[config.mk]
export PLATFORM = sky130hd
export DESIGN_NAME = way_select
export DESIGN_NICKNAME = d
export VERILOG_FILES = /design/src/verilog/cache_pkg.sv /design/src/verilog/way_select.sv
export SDC_FILE = /design/constraint.sdc
export NUM_CORES = 1
export LEC_CHECK = 0
export BUFFER_PORTS_ARGS = -buffer_cell sky130_fd_sc_hd__buf_2
export CORE_ASPECT_RATIO = 1.2
export CORE_MARGIN = 5
export CORE_UTILIZATION = 31
export DETAILED_ROUTE_END_ITERATION = 10
export GPL_ROUTABILITY_DRIVEN = 0
export PLACE_DENSITY_LB_ADDON = 0.1
export SLEW_MARGIN = 5
export SYNTH_ARGS = -nofsm -noshare
export SYNTH_HDL_FRONTEND = slang
export SYNTH_SLANG_ARGS = --single-unit
[constraint.sdc]
create_clock -name vclk -period 1.3
set_input_delay 0.13 -clock vclk [all_inputs]
set_output_delay 0.13 -clock vclk [all_outputs]
set_load 0.03 [all_outputs]
[src/verilog/cache_pkg.sv]
// cache_pkg: address widths, MESI/opcode/bus enums, entry/command/result structs, field helpers
`default_nettype none

package cache_pkg;

    localparam int ADDR_W   = 32;           // trace address width
    localparam int OFFSET_W = 6;            // 64-byte lines
    localparam int TAG_W    = 22;           // ADDR_W - OFFSET_W - log2(16 sets)

    // line state, INVALID must stay zero so a cleared entry is invalid
    typedef enum logic [1:0] {
        INVALID   = 2'd0,
        SHARED    = 2'd1,
        EXCLUSIVE = 2'd2,
        MODIFIED  = 2'd3
    } mesi_e;

    // trace opcodes as they appear in the command file
    typedef enum logic [3:0] {
        OP_DREAD    = 4'd0,
        OP_DWRITE   = 4'd1,
        OP_IFETCH   = 4'd2,
        OP_L2_INVAL = 4'd3,
        OP_SNOOP_RD = 4'd4,
        OP_CLEAR    = 4'd8
    } opcode_e;

    typedef enum logic [2:0] {
        BUS_NONE      = 3'd0,
        BUS_READ      = 3'd1,
        BUS_RFO       = 3'd2,               // read for ownership
        BUS_INVAL     = 3'd3,
        BUS_WRITEBACK = 3'd4
    } bus_op_e;

    typedef struct packed {
        logic [TAG_W-1:0] tag;
        mesi_e            mesi;
        logic [7:0]       age;              // 0 = least recently used
    } way_entry_t;                          // 32 bits

    typedef struct packed {
        opcode_e           op;
        logic [ADDR_W-1:0] addr;
    } cmd_t;                                // 36 bits

    typedef struct packed {
        logic             hit;
        logic             icache;           // 1 = instruction cache was used
        logic [2:0]       way;
        mesi_e            mesi_before;
        mesi_e            mesi_after;
        bus_op_e          bus_op;
        logic             evict_wb;         // dirty victim leaves the cache
        logic [TAG_W-1:0] evict_tag;
    } result_t;                             // 35 bits

    // age bits needed to order WAYS ways, never less than one
    function automatic int age_bits(input int ways);
        return (ways > 1) ? $clog2(ways) : 1;
    endfunction

    // tag is always the top TAG_W address bits
    function automatic logic [TAG_W-1:0] tag_of(input logic [ADDR_W-1:0] addr);
        return addr[ADDR_W-1 -: TAG_W];
    endfunction

endpackage

`default_nettype wire

[src/verilog/way_select.sv]
// way_select: tag compare, one-hot hit encode, victim pick (lowest invalid, else age zero)
`timescale 1ns/1ns
`default_nettype none

module way_select #(
    parameter int WAYS = 4
) (
    input  cache_pkg::way_entry_t [WAYS-1:0] set_i,
    input  logic [cache_pkg::TAG_W-1:0]      tag_i,
    output logic                             hit_o,
    output logic [$clog2(WAYS)-1:0]          hit_way_o,
    output logic [$clog2(WAYS)-1:0]          victim_way_o
);
    import cache_pkg::*;

    localparam int AW = age_bits(WAYS);
    localparam int WW = $clog2(WAYS);

    logic [WAYS-1:0] hit_vec;               // valid and tag equal
    logic [WAYS-1:0] inv_vec;               // free ways
    logic [WAYS-1:0] lru_vec;               // age zero

    always_comb begin
        for (int w = 0; w < WAYS; w++) begin
            inv_vec[w] = (set_i[w].mesi == INVALID);
            hit_vec[w] = !inv_vec[w] && (set_i[w].tag == tag_i);
            lru_vec[w] = (set_i[w].age[AW-1:0] == '0);
        end
    end

    assign hit_o = |hit_vec;

    // one-hot to index, OR of indices is exact when at most one bit is set
    always_comb begin
        hit_way_o = '0;
        for (int w = 0; w < WAYS; w++) begin
            if (hit_vec[w]) begin
                hit_way_o = hit_way_o | WW'(w);
            end
        end
    end

    // lowest invalid way wins, scanned top down so the last match is the lowest
    always_comb begin
        victim_way_o = '0;
        for (int w = WAYS - 1; w >= 0; w--) begin
            if (lru_vec[w]) begin
                victim_way_o = WW'(w);
            end
        end
        if (|inv_vec) begin
            for (int w = WAYS - 1; w >= 0; w--) begin
                if (inv_vec[w]) begin
                    victim_way_o = WW'(w);
                end
            end
        end
    end

    // a tag is installed only on a miss, so a set never holds it twice
    a_one_hit: assert final ($onehot0(hit_vec))
        else $error("way_select: tag %h hits more than one way", tag_i);

endmodule

`default_nettype wire
Yosys cells after proc, flatten, opt, wreduce, memory -nomap -nowiden
Cells that the tools add are included.
{"block": "word_totals", "register_bits": 0, "latchBits": 0, "mem_bits_rw": 0, "mem_bits_ro": 0, "elab_cells": 34, "n_memories": 0}
{"block": "op_classes", "n_addsub": 0, "mul": 0, "div": 0, "order_cmp": 0, "eq_ne": 4, "shift": 0, "mux": 12, "n_bitwise": 0, "reduce_logical": 18}
{"cell": "$eq 22x22->1", "count": 4}
{"cell": "$mux 2", "count": 11}
{"cell": "$logic_not 2->1", "count": 8}
{"cell": "$reduce_or 4->1", "count": 2}
{"cell": "$logic_and 1x1->1", "count": 4}
{"cell": "$logic_not 1->1", "count": 4}
{"cell": "$mux 1", "count": 1}

Depth between registers and ports, before layout
{"block": "depth", "depth_word": 10, "mapped_depth": 6}

Least setup slack after synthesis
Ideal clock, no wire load.
{"block": "synth_path", "kind": "input to output", "from": "input port tag_i[5] (netlist name)", "to": "output port hit_o", "arrival_ns": 1.133, "slack_ns": 0.037, "path_stages": 6, "cell_sequence": "buf_6 -> xnor2_1 -> nand4_1 -> nor4_1 -> nand3_1 -> nand4_1"}
{"block": "synth_via", "elab_chain_len": 3}
{"item": "start: declaration", "line": "way_select.sv:9", "source": "input logic [cache_pkg::TAG_W-1:0] tag_i,"}
{"item": "$eq 22x22->1", "line": "way_select.sv:26", "source": "hit_vec[w] = !inv_vec[w] && (set_i[w].tag == tag_i);"}
{"item": "$logic_and 1x1->1", "line": "way_select.sv:26"}
{"item": "$reduce_or 4->1 (*)", "line": "way_select.sv:31", "source": "assign hit_o = |hit_vec;"}
{"item": "end: declaration", "line": "way_select.sv:10", "source": "output logic hit_o,"}
Mark *: on every way between the ends. The rest lies on a longest branch, timed or not.

Final worst setup path
{"block": "layout_path", "from": "input port tag_i[8] (netlist name)", "to": "output port hit_o"}
Same word-level chain as after synthesis.

==> results by group <==
Run status
  – Status: finished with violations
  – Failing checks: negative setup slack

Power and ir drop
  – Leakage: 1.18 nW
  – Peak VDD IR: 0.000221 V
  – Cell Pwr Density: 332 nW/µm²
  – Design Power: 0.814 mW

Timing
  – Worst-margin pin slew: 0.344 ns
  – Slew HR: between 70 and 80%
  – Tmin final: 1.52 ns
  – Final Hold Fails: 0
  – Final setup violation count: 3
  – Fmax: approximately 660 MHz
  – Setup WS post-layout: -0.222 ns
  – Worst hold slack: a little under 0.7 ns
  – Max Slew Vio Count: 0
  – Setup TNS: -0.410 ns
  – Final period util: 117%
  – RSZ-0062 raised after global routing: true

CTS
  – Post-CTS setup buffer count: 0
  – Hold-fix buffers, CTS: 0

Worst setup path
  – Worst EP required: around 1.2 ns
  – Worst Path Class, Setup: input pin to primary output
  – Critical Path AT: between 1 and 1.5 ns
  – Critical path origin: tag_i[8]
  – Critical Path Sink Type: primary output
  – Crit Path Max Fanout: 3
  – Crit start category: input pin

Worst hold path
  – Hold Crit Start: set_i[8]
  – Worst hold path type: input pin to primary output

Drt
  – DR vias/cell: 4.89
  – Number of DRC markers in iteration 0: 46
  – DRC: 0
  – Post-DR wirelength/cell: 16.2 µm
  – DR pass1 iterations: 4
  – ANT nets after route: 0
  – DRT Wirelength: 5220 µm
  – Via count: 1575

Logic synthesis
  – Synthesized instance count: 139
  – Syn Area/Cell: 7.88 µm²
  – Synth area leader: xnor2_1
  – Ys Warns: 0
  – Post-Syn Area: about 1100 µm²
  – Register area share after synthesis: 0%
  – Yosys top cell area share: 42.4%
  – Top post-synthesis cells by area: xnor2_1 42%, xor2_1 27%, nand4_1 7.4%
  – Synthesized Nets: 289
  – Unique masters post-synth: 18

Global route
  – Largest net degree at the start of global routing: 5
  – First-pass GRT wire length: 7290 µm
  – Number of global-route vias before repair: 1657
  – Total track usage: roughly a fifth
  – Initial antenna violation count: 0
  – Gr ovfl total: 0

Die
  – Core Area: between 3000 and 4000 µm²
  – Die area: 4830 µm²
  – Row count: 23
  – Die H: 75.1 µm
  – DIE WIDTH: about 64 µm
  – Top Ports: 155
  – Initial Util: between 30 and 40%

Placed design
  – Dpl hpwl: 4250 µm
  – Post-DP Area: 1910 µm²
  – Port Buf Inserts: 131

Final layout
  – Commonest cells after routing, fill and taps aside: 98 x buf_2, 33 x xor2_1, 31 x buf_6
  – Commonest non-fill, non-tap cell in the layout: buf_2
  – Seq cells: 0
  – Fin nets: between 400 and 500
  – Clock buffer count: 0
  – Share of cells above drive strength 1: 68.1%
  – Area added between synthesis and finish: 124%
  – Final instance area: 2450 µm²
  – Register area: 0 µm²
  – Number of diodes: 0

Job
  – Number of max-cap violations: 0
## synthesized netlist by cell type (2+ instances only)
cell type / number
nor2_1: 5
buf_6: 2
xor2_1: 34
nand2_1: 2
nor4_1: 11
nand4_1: 13
nor4_2: 2
o22ai_1: 2
xnor2_1: 53
nand3_1: 6
a21oi_1: 2
## cell type report
class | count | area [µm²]
Fill cell | 286 | 912
Tap cell | 37 | 46.3
Inverter | 1 | 3.75
Timing Repair Buffer | 148 | 1030
Multi-Input combinational cell | 136 | 1380
## what timing repair did
action | in CTS | in global routing
endpoints found under the setup margin | 3 | 3
pin swaps | 35 | 30
gates resized for setup | 51 | 57
endpoints found under the hold margin | 0 | 0
## power by group
group / internal, mW / total (mW) / switching, mW
registers: 0 / 0 / 0
logic: 0.480 / 0.814 / 0.334
clock network: 0 / 0 / 0
total: 0.480 / 0.814 / 0.334
## stage by stage
stage / setup slack (ns) / util, % / instances
3_3_place_gp: -0.324 / 56.9 / 322
2_1_floorplan: 0.0373 / - / 139
5_1_grt: -0.274 / 72.9 / 322
3_5_place_dp: -0.294 / 56.9 / 322
6_report: -0.222 / 72.9 / 322
4_1_cts: -0.120 / 64.7 / 322
## layer usage
metal  track usage, %  wire (µm)
met1             20.8       1720
met4             1.36         95
met5                0          0
met2             37.2       2900
met3             4.63        502
## worst max-delay path: stages
cell     delay [ns]
buf_6          0.11
buf_4          0.13
xor2_1         0.16
nor4_2         0.38
nand3_4        0.14
nand4_1        0.18
buf_6          0.16
## worst paths after layout
check	to	cells after the start
worst max-delay path	hit_o	7
worst min-delay path	victim_way_o[0]	3
## cells by family after synthesis
| group | Yosys count | share of synthesized area, % |
|---|---|---|
| AOI/OAI and AO/OA | 9 | 5.37 |
| xor gates and xnor gates | 88 | 71.1 |
| and+or+nand+nor | 39 | 21.1 |
| buffers and inverters | 3 | 2.40 |
Power figures use the tool's default switching activity.
