File: src/verilog/cache_pkg.sv
// cache_pkg: address widths, MESI/opcode/bus enums, entry/command/result structs, field helpers
`default_nettype none

package cache_pkg;

    localparam int ADDR_W   = 32;           // trace address width
    localparam int OFFSET_W = 6;            // 64-byte lines
    localparam int TAG_W    = 22;           // ADDR_W - OFFSET_W - log2(16 sets)

    // line state, INVALID must stay zero so a cleared entry is invalid
    typedef enum logic [1:0] {
        INVALID   = 2'd0,
        SHARED    = 2'd1,
        EXCLUSIVE = 2'd2,
        MODIFIED  = 2'd3
    } mesi_e;

    // trace opcodes as they appear in the command file
    typedef enum logic [3:0] {
        OP_DREAD    = 4'd0,
        OP_DWRITE   = 4'd1,
        OP_IFETCH   = 4'd2,
        OP_L2_INVAL = 4'd3,
        OP_SNOOP_RD = 4'd4,
        OP_CLEAR    = 4'd8
    } opcode_e;

    typedef enum logic [2:0] {
        BUS_NONE      = 3'd0,
        BUS_READ      = 3'd1,
        BUS_RFO       = 3'd2,               // read for ownership
        BUS_INVAL     = 3'd3,
        BUS_WRITEBACK = 3'd4
    } bus_op_e;

    typedef struct packed {
        logic [TAG_W-1:0] tag;
        mesi_e            mesi;
        logic [7:0]       age;              // 0 = least recently used
    } way_entry_t;                          // 32 bits

    typedef struct packed {
        opcode_e           op;
        logic [ADDR_W-1:0] addr;
    } cmd_t;                                // 36 bits

    typedef struct packed {
        logic             hit;
        logic             icache;           // 1 = instruction cache was used
        logic [2:0]       way;
        mesi_e            mesi_before;
        mesi_e            mesi_after;
        bus_op_e          bus_op;
        logic             evict_wb;         // dirty victim leaves the cache
        logic [TAG_W-1:0] evict_tag;
    } result_t;                             // 35 bits

    // age bits needed to order WAYS ways, never less than one
    function automatic int age_bits(input int ways);
        return (ways > 1) ? $clog2(ways) : 1;
    endfunction

    // tag is always the top TAG_W address bits
    function automatic logic [TAG_W-1:0] tag_of(input logic [ADDR_W-1:0] addr);
        return addr[ADDR_W-1 -: TAG_W];
    endfunction

endpackage

`default_nettype wire

File: src/verilog/tag_array.sv
// tag_array: per-set tag/MESI/age storage, registered set read, whole-set write and clear
`timescale 1ns/1ns
`default_nettype none

module tag_array #(
    parameter int SETS = 16,
    parameter int WAYS = 4
) (
    input  logic                                  clk,
    input  logic                                  reset_i,
    input  logic                                  rd_en_i,
    input  logic                                  wr_en_i,
    input  logic [$clog2(SETS)-1:0]               set_i,
    input  logic                                  clear_i,
    input  cache_pkg::way_entry_t [WAYS-1:0]      wdata_i,
    output cache_pkg::way_entry_t [WAYS-1:0]      rdata_o
);
    import cache_pkg::*;

    localparam int AW = age_bits(WAYS);

    way_entry_t [WAYS-1:0] mem [SETS];      // one row per set
    way_entry_t [WAYS-1:0] init_set;        // contents after reset or clear
    logic       [WAYS-1:0] seen;            // ages already present in wdata
    logic                  ages_ok;

    // empty set: all invalid, ages ordered by way index
    always_comb begin
        for (int w = 0; w < WAYS; w++) begin
            init_set[w].tag  = '0;
            init_set[w].mesi = INVALID;
            init_set[w].age  = 8'(w);
        end
    end

    always_ff @(posedge clk) begin
        if (reset_i) begin
            for (int s = 0; s < SETS; s++) begin
                mem[s] <= init_set;
            end
        end else if (wr_en_i) begin
            mem[set_i] <= clear_i ? init_set : wdata_i;  // clear ignores wdata
        end
    end

    // read data holds between reads, the updater relies on it in WRITE
    always_ff @(posedge clk) begin
        if (reset_i) begin
            rdata_o <= init_set;
        end else if (rd_en_i) begin
            rdata_o <= mem[set_i];
        end
    end

    // ages of a set must stay a permutation of 0..WAYS-1
    always_comb begin
        seen    = '0;
        ages_ok = 1'b1;
        for (int w = 0; w < WAYS; w++) begin
            if (wdata_i[w].age >= 8'(WAYS)) begin
                ages_ok = 1'b0;                 // out of range
            end else begin
                seen[wdata_i[w].age[AW-1:0]] = 1'b1;
            end
        end
        if (!(&seen)) begin
            ages_ok = 1'b0;                     // some age missing, so one repeats
        end
    end

    a_age_perm: assert property (@(posedge clk) disable iff (reset_i)
        (wr_en_i && !clear_i) |-> ages_ok)
        else $error("tag_array: set %0d written with broken LRU ages", set_i);

endmodule

`default_nettype wire

File: config.mk
export PLATFORM = sky130hd
export DESIGN_NAME = tag_array
export DESIGN_NICKNAME = d
export VERILOG_FILES = /design/src/verilog/cache_pkg.sv /design/src/verilog/tag_array.sv
export SDC_FILE = /design/constraint.sdc
export NUM_CORES = 2
export LEC_CHECK = 0
export BUFFER_PORTS_ARGS = -buffer_cell sky130_fd_sc_hd__buf_2
export CORE_ASPECT_RATIO = 0.8
export CORE_MARGIN = 10
export CORE_UTILIZATION = 56
export CTS_CLUSTER_DIAMETER = 50
export DETAILED_ROUTE_END_ITERATION = 16
export PLACE_DENSITY = 0.81
export SLEW_MARGIN = 20
export SYNTH_ARGS = -nofsm -noshare
export SYNTH_HDL_FRONTEND = slang
export SYNTH_SLANG_ARGS = --single-unit
export TNS_END_PERCENT = 10
File: constraint.sdc
create_clock -name clk -period 5.2 [get_ports clk]
set_input_delay 0.52 -clock clk [delete_from_list [all_inputs] [get_ports clk]]
set_output_delay 0.52 -clock clk [all_outputs]
set_load 0.05 [all_outputs]
# Word level (Yosys, flattened, before mapping)
# Memory sizes are Yosys's and may differ from the RTL's. A register that Yosys moved wholly into a read port is not among the register bits.
# Cells that the tools add are included.
[totals]
out_inout_bits = 128
inputBits = 137
memories = 1
reg_bits = 0
ram_bits = 2048
[op_classes]
n_reduce_logical = 1
mux = 9
[memory_table]
columns = ["memory", "depth", "word_bits", "rd", "rd_clocked_by_memory_dff", "wr", "line", "source"]
rows = [
  ["mem", 16, 128, 1, 1, 16, "tag_array.sv:22", "way_entry_t [WAYS-1:0] mem [SETS];"],
]
[ops]
columns = ["cell", "n"]
rows = [
  ["$mux W128", 2],
  ["$reduce_or A128 Y1", 1],
  ["$mux W1", 6],
  ["$mux W4", 1],
]

# Longest topological paths before layout
[depth]
depth_word = 5
ltp_mapped = 8
ltp_nobuf = 4

# Worst setup path before layout
# No wires, ideal clock.
[synth_path]
kind = "input -> register"
startpoint = "input reset_i"
endpoint = "memory mem[5][0] in the netlist's numbering (enable)"
stages = 6
slack_ps = 311
setup_time_ps = 509
path_buffers = 2
required_ps = 4691
arrival_time_ps = 4380
cell_sequence = "buf_2 nand2b_4 nor3b_2 nand2_1 clkbuf_1 nand2b_1"
[synth_lines]
columns = ["element", "line", "source"]
rows = [
  ["from (decl)", "tag_array.sv:10", "input logic reset_i,"],
  ["to (decl)", "tag_array.sv:22", ""],
]

==> metrics.txt <==
arrival time worst endpoint between 3000 and 4000 ps; status finished clean; post-CTS sizing 0; sequential share of the synthesized area roughly 69%; CTS Root Cell clkbuf_16; Port Buffer Count 264; Post-Synthesis Cells around 7000; worst-path cell chain buf_6, and2_4, nand2_4, buf_4, buf_4, nor2_1; Worst-Skew Late Latency between 800 and 900 ps; clk buf depth 3; cell leakage power ~35 nW; Mapped Area 92900 sq um; Worst Setup Start Kind input port; Post-CTS Hold Buffers 0; worst r2r src mem[14][112]; met3 Usage GRT under 10%; Max Clock Freq approximately 300 MHz; Fill cells 11600; setup TNS 0 ps; RSZ-0062 raised after global routing false; I/O pin cnt 265; All-Layer GR Usage between 20 and 30%; CP Capture Type flop; Placeable Area between 150000 and 200000 sq um; CTS tree yes; initial antenna violation count 4; minimum clock period 3290 ps; GRT Residual Overflow 0; WP data required 5720 ps; Max VDD drop around 0.00037 V; worst hold path cell count 3; Nets 7040; Mean Syn Cell Area about 13 sq um; vias per cell between 6 and 7; Routed wire per std cell 28.4 um; Clock Sinks around 2200; Die X roughly 480 um; HPWL Detailed approximately 140 mm; Clock Skews about 44 ps; max-slew violations 0; worst slew pin tran ~1200 ps; first-pass GRT wire length about 390 mm; drt first pass iters 6; largest net degree at the start of global routing ~130; synth unique cells 39; endpoints failing setup 0; detailed-route via count 60000; synth warn 0; FP Rows between 100 and 150; Critical-path top delay cell buf_4; maximum net fanout on the critical path 69; CTS Buf Count just under 200; ANT nets after route 0; Final GP Congestion around 0.83; minimum hold slack between 150 and 200 ps; slew margin rel. 20.4%; Hold EP mem[11][32]; reg2reg path depth 4; max cap viols 0; layout cells sized above 1 12.5%; overall power approximately 0.038 W; HP Class input port to flop; Clk pin slew, worst setup/hold paths 60 ps; postcts setup bufs 0; initial DRC count approximately 8600; gr busiest metal met2; routed wire length roughly 260 mm; die height between 300 and 400 um; Crit Reg-Reg Endpoint rdata_o[112]; CP peak stage delay between 1000 and 1500 ps; Crit path top cell by count buf_4; hold path startpoint wdata_i[32]; Hold Violations, Final 0; Final period util 63.3%; H-tree Lvls 4; Area Overhead vs Synth 9.40%; Initial Util approximately 56%; R2R Setup Slk about 3600 ps; Crit Path Category input port to flop; met1 Track Usage GR between 30 and 40%; PwrDens around 380 nW/um^2; Mapped Nets approximately 7200; die footprint between 150000 and 200000 sq um; CP Launch Point set_i[0]; DR DRC count 0; post-synthesis register bit count between 2000 and 2500; vias in the first global route 61000; GR Util met2 45.5%
-- Yosys cell counts, drive strengths merged --
master	number	area, sq um
and3	1	6.26
o21ai	37	185
or3	2	12.5
clkbuf	505	1900
nor3b	2	25.0
and2	1	6.26
nor2b	5	31.3
nand3b	5	41.3
nor2	2131	8000
dfxtp	128	2560
edfxtp	2048	61500
a21oi	7	35.0
inv	1	3.75
a211oi	124	1080
nand3	102	515
nor3	125	631
o211ai	1	7.51
or3b	3	26.3
nand4	1	6.26
a22oi	10	75.1
o22ai	248	1550
nand2	170	638
buf	245	1500
or2	1	6.26
mux2i	773	7740
mux4	126	2840
a221oi	37	324
a2bb2oi	87	762
nand2b	143	902
-- layout make-up --
type	instances	area (sq um)	share of cell area, %
flip-flops and latches	2176	64100	63.0
multi-input cells	4142	25700	25.3
clock buffers	269	5570	5.48
repair buffers	384	2750	2.71
well taps	2160	2700	2.66
clock inverters	100	822	0.809
diodes	4	10.0	0.00985
inverters	1	8.76	0.00862
-- cells in the final DEF, fill, tap and decap left out, drive strengths merged, types with 2 or more instances in the layout --
cell      instances
inv               7
nor2b             5
clkinvlp          5
a211oi          124
nand2           170
diode             4
edfxtp         2048
or3b              3
nor2           2131
a2bb2oi          87
nand3           102
o22ai           248
a221oi           37
mux2i           773
or3               2
a21oi             7
nand3b            5
o21ai            37
nand2b          143
a22oi            10
buf             384
bufinv           10
clkinv           79
mux4            126
nor3b             2
nor3            125
clkbuf          269
dfxtp           128
-- registers in the layout, indices dropped and copies added, names as in the netlist --
| signal | cells |
|---|---|
| mem | 2048 |
| rdata_o | 128 |
-- through the flow --
step / utilization (%) / setup WS (ps) / std cells / area (sq um)
CTS: 61.7 / 2050 / 9231 / 102000
global placement: 57.8 / 1290 / 8862 / 95200
detailed placement: 57.9 / 1190 / 8862 / 95200
global route: 61.8 / 1940 / 9233 / 102000
finish: 61.8 / 1910 / 9236 / 102000
floorplan: - / 311 / 7069 / 92900
-- worst max-delay path by stage --
stage / cells after the start / slack (ps) / to
detailed placement: 5 / 1190 / mem[7][105]
global placement: 5 / 1290 / mem[7][105]
global route: 5 / 1940 / mem[7][122]
CTS: 5 / 2050 / mem[7][122]
floorplan: 6 / 310 / mem[5][0]
finish: 6 / 1910 / mem[11][121]
-- critical path, delay by kind of cell --
kind                   cells  cell delay, ps
and+or+nand+nor            3             910
buffers and inverters      3            2080
-- per-layer routing --
layer / share of wire [%] / routed length, um
met2: 47 / 124000
met5: 0.013 / 33
met3: 13 / 33400
met4: 5.9 / 15500
met1: 34 / 89900
-- power by group --
part	internal, W	switching, W
registers	0.0201	0.000350
clock network	0.00800	0.00647
logic	0.000960	0.00224
total	0.0291	0.00906
-- cells by family after synthesis --
logic type	synth area share, %
buffers and inverters	3.66
muxes	11.4
and+or+nand+nor	11.7
DFF	69.0
AOI/OAI and AO/OA	4.33
Power figures use the tool's default switching activity.
