==> config.mk <==
export PLATFORM = sky130hd
export DESIGN_NAME = cache_ctrl
export DESIGN_NICKNAME = d
export VERILOG_FILES = /design/src/verilog/cache_pkg.sv /design/src/verilog/cache_ctrl.sv
export SDC_FILE = /design/constraint.sdc
export NUM_CORES = 1
export LEC_CHECK = 0
export BUFFER_PORTS_ARGS = -buffer_cell sky130_fd_sc_hd__buf_2
export CELL_PAD_IN_SITES_DETAIL_PLACEMENT = 1
export CELL_PAD_IN_SITES_GLOBAL_PLACEMENT = 2
export CORE_ASPECT_RATIO = 0.7
export CORE_UTILIZATION = 25
export DETAILED_ROUTE_END_ITERATION = 16
export PLACE_DENSITY = 0.84
export SYNTH_ARGS = -nofsm -noshare
export SYNTH_HDL_FRONTEND = slang
export SYNTH_SLANG_ARGS = --single-unit
==> constraint.sdc <==
create_clock -name clk -period 4.43 [get_ports clk]
set_input_delay 0.2215 -clock clk [delete_from_list [all_inputs] [get_ports clk]]
set_output_delay 0.2215 -clock clk [all_outputs]
set_load 0.01 [all_outputs]
==> src/verilog/cache_pkg.sv <==
// cache_pkg: address widths, MESI/opcode/bus enums, entry/command/result structs, field helpers
`default_nettype none

package cache_pkg;

    localparam int ADDR_W   = 32;           // trace address width
    localparam int OFFSET_W = 6;            // 64-byte lines
    localparam int TAG_W    = 22;           // ADDR_W - OFFSET_W - log2(16 sets)

    // line state, INVALID must stay zero so a cleared entry is invalid
    typedef enum logic [1:0] {
        INVALID   = 2'd0,
        SHARED    = 2'd1,
        EXCLUSIVE = 2'd2,
        MODIFIED  = 2'd3
    } mesi_e;

    // trace opcodes as they appear in the command file
    typedef enum logic [3:0] {
        OP_DREAD    = 4'd0,
        OP_DWRITE   = 4'd1,
        OP_IFETCH   = 4'd2,
        OP_L2_INVAL = 4'd3,
        OP_SNOOP_RD = 4'd4,
        OP_CLEAR    = 4'd8
    } opcode_e;

    typedef enum logic [2:0] {
        BUS_NONE      = 3'd0,
        BUS_READ      = 3'd1,
        BUS_RFO       = 3'd2,               // read for ownership
        BUS_INVAL     = 3'd3,
        BUS_WRITEBACK = 3'd4
    } bus_op_e;

    typedef struct packed {
        logic [TAG_W-1:0] tag;
        mesi_e            mesi;
        logic [7:0]       age;              // 0 = least recently used
    } way_entry_t;                          // 32 bits

    typedef struct packed {
        opcode_e           op;
        logic [ADDR_W-1:0] addr;
    } cmd_t;                                // 36 bits

    typedef struct packed {
        logic             hit;
        logic             icache;           // 1 = instruction cache was used
        logic [2:0]       way;
        mesi_e            mesi_before;
        mesi_e            mesi_after;
        bus_op_e          bus_op;
        logic             evict_wb;         // dirty victim leaves the cache
        logic [TAG_W-1:0] evict_tag;
    } result_t;                             // 35 bits

    // age bits needed to order WAYS ways, never less than one
    function automatic int age_bits(input int ways);
        return (ways > 1) ? $clog2(ways) : 1;
    endfunction

    // tag is always the top TAG_W address bits
    function automatic logic [TAG_W-1:0] tag_of(input logic [ADDR_W-1:0] addr);
        return addr[ADDR_W-1 -: TAG_W];
    endfunction

endpackage

`default_nettype wire

==> src/verilog/cache_ctrl.sv <==
// cache_ctrl: four-phase req/ack FSM, read/update/write sequencing and the clear walk
`timescale 1ns/1ns
`default_nettype none

module cache_ctrl #(
    parameter int SETS = 16
) (
    input  logic                    clk,
    input  logic                    reset_i,
    input  logic                    req_i,
    input  cache_pkg::cmd_t         cmd_i,
    output logic                    ack_o,
    output logic                    rd_en_o,
    output logic                    wr_en_i_o,
    output logic                    wr_en_d_o,
    output logic [$clog2(SETS)-1:0] set_o,
    output logic                    clear_o,
    output cache_pkg::cmd_t         cmd_q_o
);
    import cache_pkg::*;

    localparam int SET_W = $clog2(SETS);

    typedef enum logic [2:0] {
        IDLE,
        READ,       // arrays register the set
        UPDATE,     // selectors and updater work on it
        WRITE,      // new set goes back
        CLEAR,      // one set of both arrays per cycle
        DONE        // ack held until req drops
    } state_e;

    state_e           state_q, state_d;
    cmd_t             cmd_q;
    logic [SET_W-1:0] clr_cnt;
    logic             is_clear;
    logic             is_ifetch;
    logic             clr_last;

    // address split: [31:10] tag | [9:6] set | [5:0] byte offset
    // tag is fixed to the top TAG_W bits, set sits just above the offset
    assign is_clear  = (cmd_q.op == OP_CLEAR);
    assign is_ifetch = (cmd_q.op == OP_IFETCH);  // everything else targets the dcache
    assign clr_last  = (clr_cnt == SET_W'(SETS - 1));

    always_comb begin
        state_d = state_q;
        case (state_q)
            IDLE:    if (req_i) state_d = READ;
            READ:    state_d = is_clear ? CLEAR : UPDATE;
            UPDATE:  state_d = WRITE;
            WRITE:   state_d = DONE;
            CLEAR:   if (clr_last) state_d = DONE;
            DONE:    if (!req_i) state_d = IDLE;   // four-phase return to zero
            default: state_d = IDLE;
        endcase
    end

    always_ff @(posedge clk) begin
        if (reset_i) begin
            state_q <= IDLE;
            clr_cnt <= '0;
        end else begin
            state_q <= state_d;
            if (state_q == READ) begin
                clr_cnt <= '0;                  // walk always starts at set 0
            end else if (state_q == CLEAR) begin
                clr_cnt <= clr_cnt + 1'b1;
            end
        end
    end

    // command is stable while req is high, take it on acceptance
    always_ff @(posedge clk) begin
        if (state_q == IDLE && req_i) begin
            cmd_q <= cmd_i;
        end
    end

    assign ack_o     = (state_q == DONE);
    assign rd_en_o   = (state_q == READ);
    assign clear_o   = (state_q == CLEAR);
    assign wr_en_i_o = (state_q == WRITE && is_ifetch) || clear_o;
    assign wr_en_d_o = (state_q == WRITE && !is_ifetch) || clear_o;
    assign set_o     = clear_o ? clr_cnt : cmd_q.addr[OFFSET_W +: SET_W];
    assign cmd_q_o   = cmd_q;

    // no array write may start outside a command
    a_no_wr_idle: assert property (@(posedge clk) disable iff (reset_i)
        (state_q == IDLE) |-> !(wr_en_i_o || wr_en_d_o))
        else $error("cache_ctrl: array write while idle");

    // source must still be holding req on the edge that raises ack
    a_ack_req: assert property (@(posedge clk) disable iff (reset_i)
        $rose(ack_o) |-> $past(req_i))
        else $error("cache_ctrl: ack raised without a pending req");

endmodule

`default_nettype wire

# Yosys cells after proc, flatten, opt, wreduce, memory -nomap -nowiden
# Index checks and enable logic that the tools add are counted.
word_totals:
  wordCells: 31
  inputBits: 39
  output_inout_bits: 45
  reg_bits: 43
op_classes:
  reduce_logical: 9
  add_sub_neg: 1
  eq_ne: 11
  muxes: 6
op_table:
  columns: ["cell", "n"]
  rows:
  - ["$pmux 3 s6", 1]
  - ["$mux 3", 4]
  - ["$eq 4x4->1 const B", 2]
  - ["$eq 3x2->1 const B", 2]
  - ["$eq 3x3->1 const B", 2]
  - ["$add 4x1->4 const B", 1]
  - ["$eq 4x2->1 const B", 1]
  - ["$mux 4", 1]
  - ["$ne 2x2->1 const B", 2]
  - ["$eq 3x1->1 const B", 1]
  - ["$logic_and 1x1->1", 3]
  - ["$logic_not 3->1", 1]
  - ["$reduce_and 3->1", 1]
  - ["$logic_or 1x1->1", 2]
  - ["$ne 2x1->1 const B", 1]
  - ["$reduce_or 2->1", 1]
  - ["$logic_not 1->1", 1]

# Depth between registers and ports, before layout
logic_depth:
  depth_word: 4
  depth_mapped: 6
  mapped_depth_nobuf: 4

# Least setup slack after synthesis
# Ideal clock, no wire load.
synth_path:
  path_kind: "flip-flop to flip-flop"
  from: "reg state_q[1]"
  to: "reg cmd_q, in the netlist cmd_q_o[0], enable pin"
  t_arrival_ps: 4038
  n_path_buf: 1
  synth_period_minus_slack_ps: 4557
  setup_slack_ps: -127
  path_stages_with_launch: 3
  cell_sequence: "dfxtp_1 > clkbuf_1 > nor4_1"
synth_between:
  elab_chain_cells: 2
synth_lines:
  columns: ["element", "line_no", "rtl"]
  rows:
  - ["from (decl)", "cache_ctrl.sv:33", "state_e state_q, state_d;"]
  - ["from (signal assigned)", "cache_ctrl.sv:64", "state_q <= state_d;"]
  - ["$logic_not 3->1", "cache_ctrl.sv:75", "if (state_q == IDLE && req_i) begin"]
  - ["$logic_and 1x1->1", "cache_ctrl.sv:75", null]
  - ["to (signal assigned)", "cache_ctrl.sv:76", "cmd_q <= cmd_i;"]
  - ["to (decl)", "cache_ctrl.sv:34", "cmd_t cmd_q;"]
# Every way passes these cells.
# A chain may end at the register's enable or synchronous reset.

# Final worst setup path
layout_path:
  from: "reg state_q[2]"
  to: "out set_o[2]"
layout_between:
  elab_chain_cells: 2
layout_lines:
  columns: ["element", "line_no", "rtl"]
  rows:
  - ["$eq 3x3->1", "cache_ctrl.sv:82", "assign clear_o = (state_q == CLEAR);"]
  - ["$mux 4", "cache_ctrl.sv:85", "assign set_o = clear_o ? clr_cnt : cmd_q.addr[OFFSET_W +: SET_W];"]
  - ["to (decl)", "cache_ctrl.sv:16", "output logic [$clog2(SETS)-1:0] set_o,"]
# Every way passes these cells.

==> results.toml <==
[cts]
clk_pin_slew_worst_paths_ns = 0.09
htreeDepth = 2
cts_resized = 0
clock-root-buffer = "clkbuf_8"
postCtsSetupBuffers = 0
tritoncts = "done"
cts_hold_buf = 0
cts.sinks = 43
clock_path_buffers = 2
cts_inserted_buffers = 5
clk-insertion-delay-late_ns = 0.31

[synthesis]
syn_avg_cell_area_um2 = 15.44
synth_seq_cells = 43
syn-num-nets = 142
synth_top_cell_area_share = 0.6863
synth_edf_count = 36
synth-seq-area-share = 0.7752
synthTopCellsByArea = "edfxtp_1 69%, dfxtp_1 8.9%, nand2_1 3.3%, buf_6 1.4%, o32ai_1 1.1%"
yosysWarnings = 0
synth_area_um2 = 1575
synth_cells = 102
synth_top_area_cell = "edfxtp_1"
synth_flop_cell = "edfxtp_1"
synthArstFlopShare = 0
yosysUniqueCellTypes = 32

[power_and_ir_drop]
p_total_uw = 924.2
max-vdd-ir-drop_mv = 0.2400
p_leak_nw = 0.9158
powerDensity_nw_per_um2 = 426.2

[run]
cap_violations = 0

[timing]
fmax_ghz = 0.4766
layout_min_cycle_time_ns = 2.098
fin_tns_setup_ns = 0
finClkSkew_ns = 0.004586
setup_ws_ns = 2.332
maxSlewHeadroom = 0.5707
slew_violations = 0
setup_viol = 0
tightestPinTransition_ns = 0.6426
period_share = 0.4736
hold_viol_final = 0
rsz0062_at_grt = "no"

[detailed_routing]
vias = 1143
wl_um = 4124
via_per_inst = 4.330
dr.pass1.iters = 4
avgRoutedWirePerCell_um = 15.62
ant_nets = 0
drc = 0
drt_iter0_markers = 47

[floorplan]
die_h_um = 68.42
die_width_um = 96.88
start_util = 0.2670
core_area_um2 = 5899
dieArea_um2 = 6628
io_pins = 84
core.rowCount = 23

[layout]
num-nets-final = 228
drive_gt1_frac = 0.5079
final_core_util = 0.3676
n_antenna_cell = 0
areaGrowthSynthToFinish_pct = 37.65
finalNonFillerCells = 264

[setup_path]
cp_top_family = "simple AND/OR/NAND/NOR gates"
cp-end-kind = "output port"
worstPathArrival_ns = 1.88
crit_type = "flop to output port"
crit_path_top_delay_cell = "or3b_1"
r2r_slack_ns = 2.58
cpPeakStageDelay_ns = 0.58
path_max_fanout = 10
cp.required_ns = 4.21
startpoint_type = "flop"
cp_cell_sequence = "or3b_1, inv_2, nand2_1, nand2_1, buf_2"
crit_top_cell = "nand2_1"
timing.critical_path.buf_inv = 2

[place]
hpwlAfterDp_um = 3205
dp_slack_ns = 2.609
gp_congestion = 0.7612
io_buffers = 83
dp_cells = 256

[grt]
grt_pass1_wl_um = 6203
met1_usage = 0.1442
antenna_found_initial = 0
grt_busiest_layer = "met2"
globalRouteTotalUtil = 0.1300
grt_pass1_vias = 1180
grt_max_degree = 37
met3_usage = 0.03984
grt.met2_usage = 0.2324
grt_overflow = 0

[hold_path]
min-delay-path-class = "input pin to flop"

[status]
status = "finished clean"
cell families after synthesis:
| logic type | count (synthesis) | synth area share |
|---|---|---|
| mux | 1 | 0.006355 |
| simple gates | 34 | 0.1152 |
| flops | 43 | 0.7752 |
| buf+inv | 9 | 0.03097 |
| fa+ha+maj | 1 | 0.007942 |
| xor+xnor | 1 | 0.005561 |
| compound gates | 13 | 0.05878 |
Yosys cell counts, types with 2 or more instances:
cell type / count
o21ai_0: 2
inv_1: 3
clkbuf_1: 3
dfxtp_1: 7
a21oi_1: 2
nor2_1: 2
nand2_1: 14
buf_6: 2
nor3b_1: 2
nor4_1: 2
nor3_1: 3
edfxtp_1: 36
nand2b_1: 2
a21o_1: 2
nand3_1: 2
o32ai_1: 2
final timing paths:
path | startpoint | endpoint | cells after the start
worst max-delay path | state_q[2] | set_o[2] | 5
worst min-delay path | cmd_i[1] | cmd_q_o[1] | 1
worst max register to register | state_q[2] | clr_cnt[3] | 3
worst min register to register | clr_cnt[2] | clr_cnt[2] | 2
cells in the final DEF, fill, tap and decap left out, types with 2 or more instances in the layout:
master,count
edfxtp_1,36
inv_6,2
o21ai_0,2
dfxtp_1,7
a21o_1,2
o32ai_1,2
buf_2,83
nand2_1,14
nor3_1,3
nor3b_1,2
nand3_1,2
clkbuf_8,5
inv_1,3
nor2_1,2
a21oi_1,2
nand2b_1,2
per-layer routing:
metal  vias up  routed length, um
met3         7                187
li1        554                  -
met5         -                  0
met2        28               2113
met4         0                 80
met1       554               1742
flip-flops by register name (all words and copies together) (netlist names):
signal   flops
cmd_q_o     36
clr_cnt      4
state_q      3
power by group:
group          internal [mW]  switching, mW
Sequential             0.491         0.0243
Combinational         0.0577         0.0850
Clock                  0.116          0.150
through the flow:
step	hold slack, ns	area, um^2
3_3_place_gp	0.3985	2073
2_1_floorplan	0.3204	1582
5_1_grt	0.06905	2168
6_report	0.08290	2168
4_1_cts	0.06933	2168
3_5_place_dp	0.3998	2073
layout make-up:
cell class,count,area (um^2)
clock buffers,5,68.82
fillers,654,3731
inverters,4,15.01
flip-flops and latches,43,1221
repair buffers,84,422.9
multi-input cells,50,320.3
well taps,75,93.84
clock inverters,3,26.28
Power figures use the tool's default switching activity.
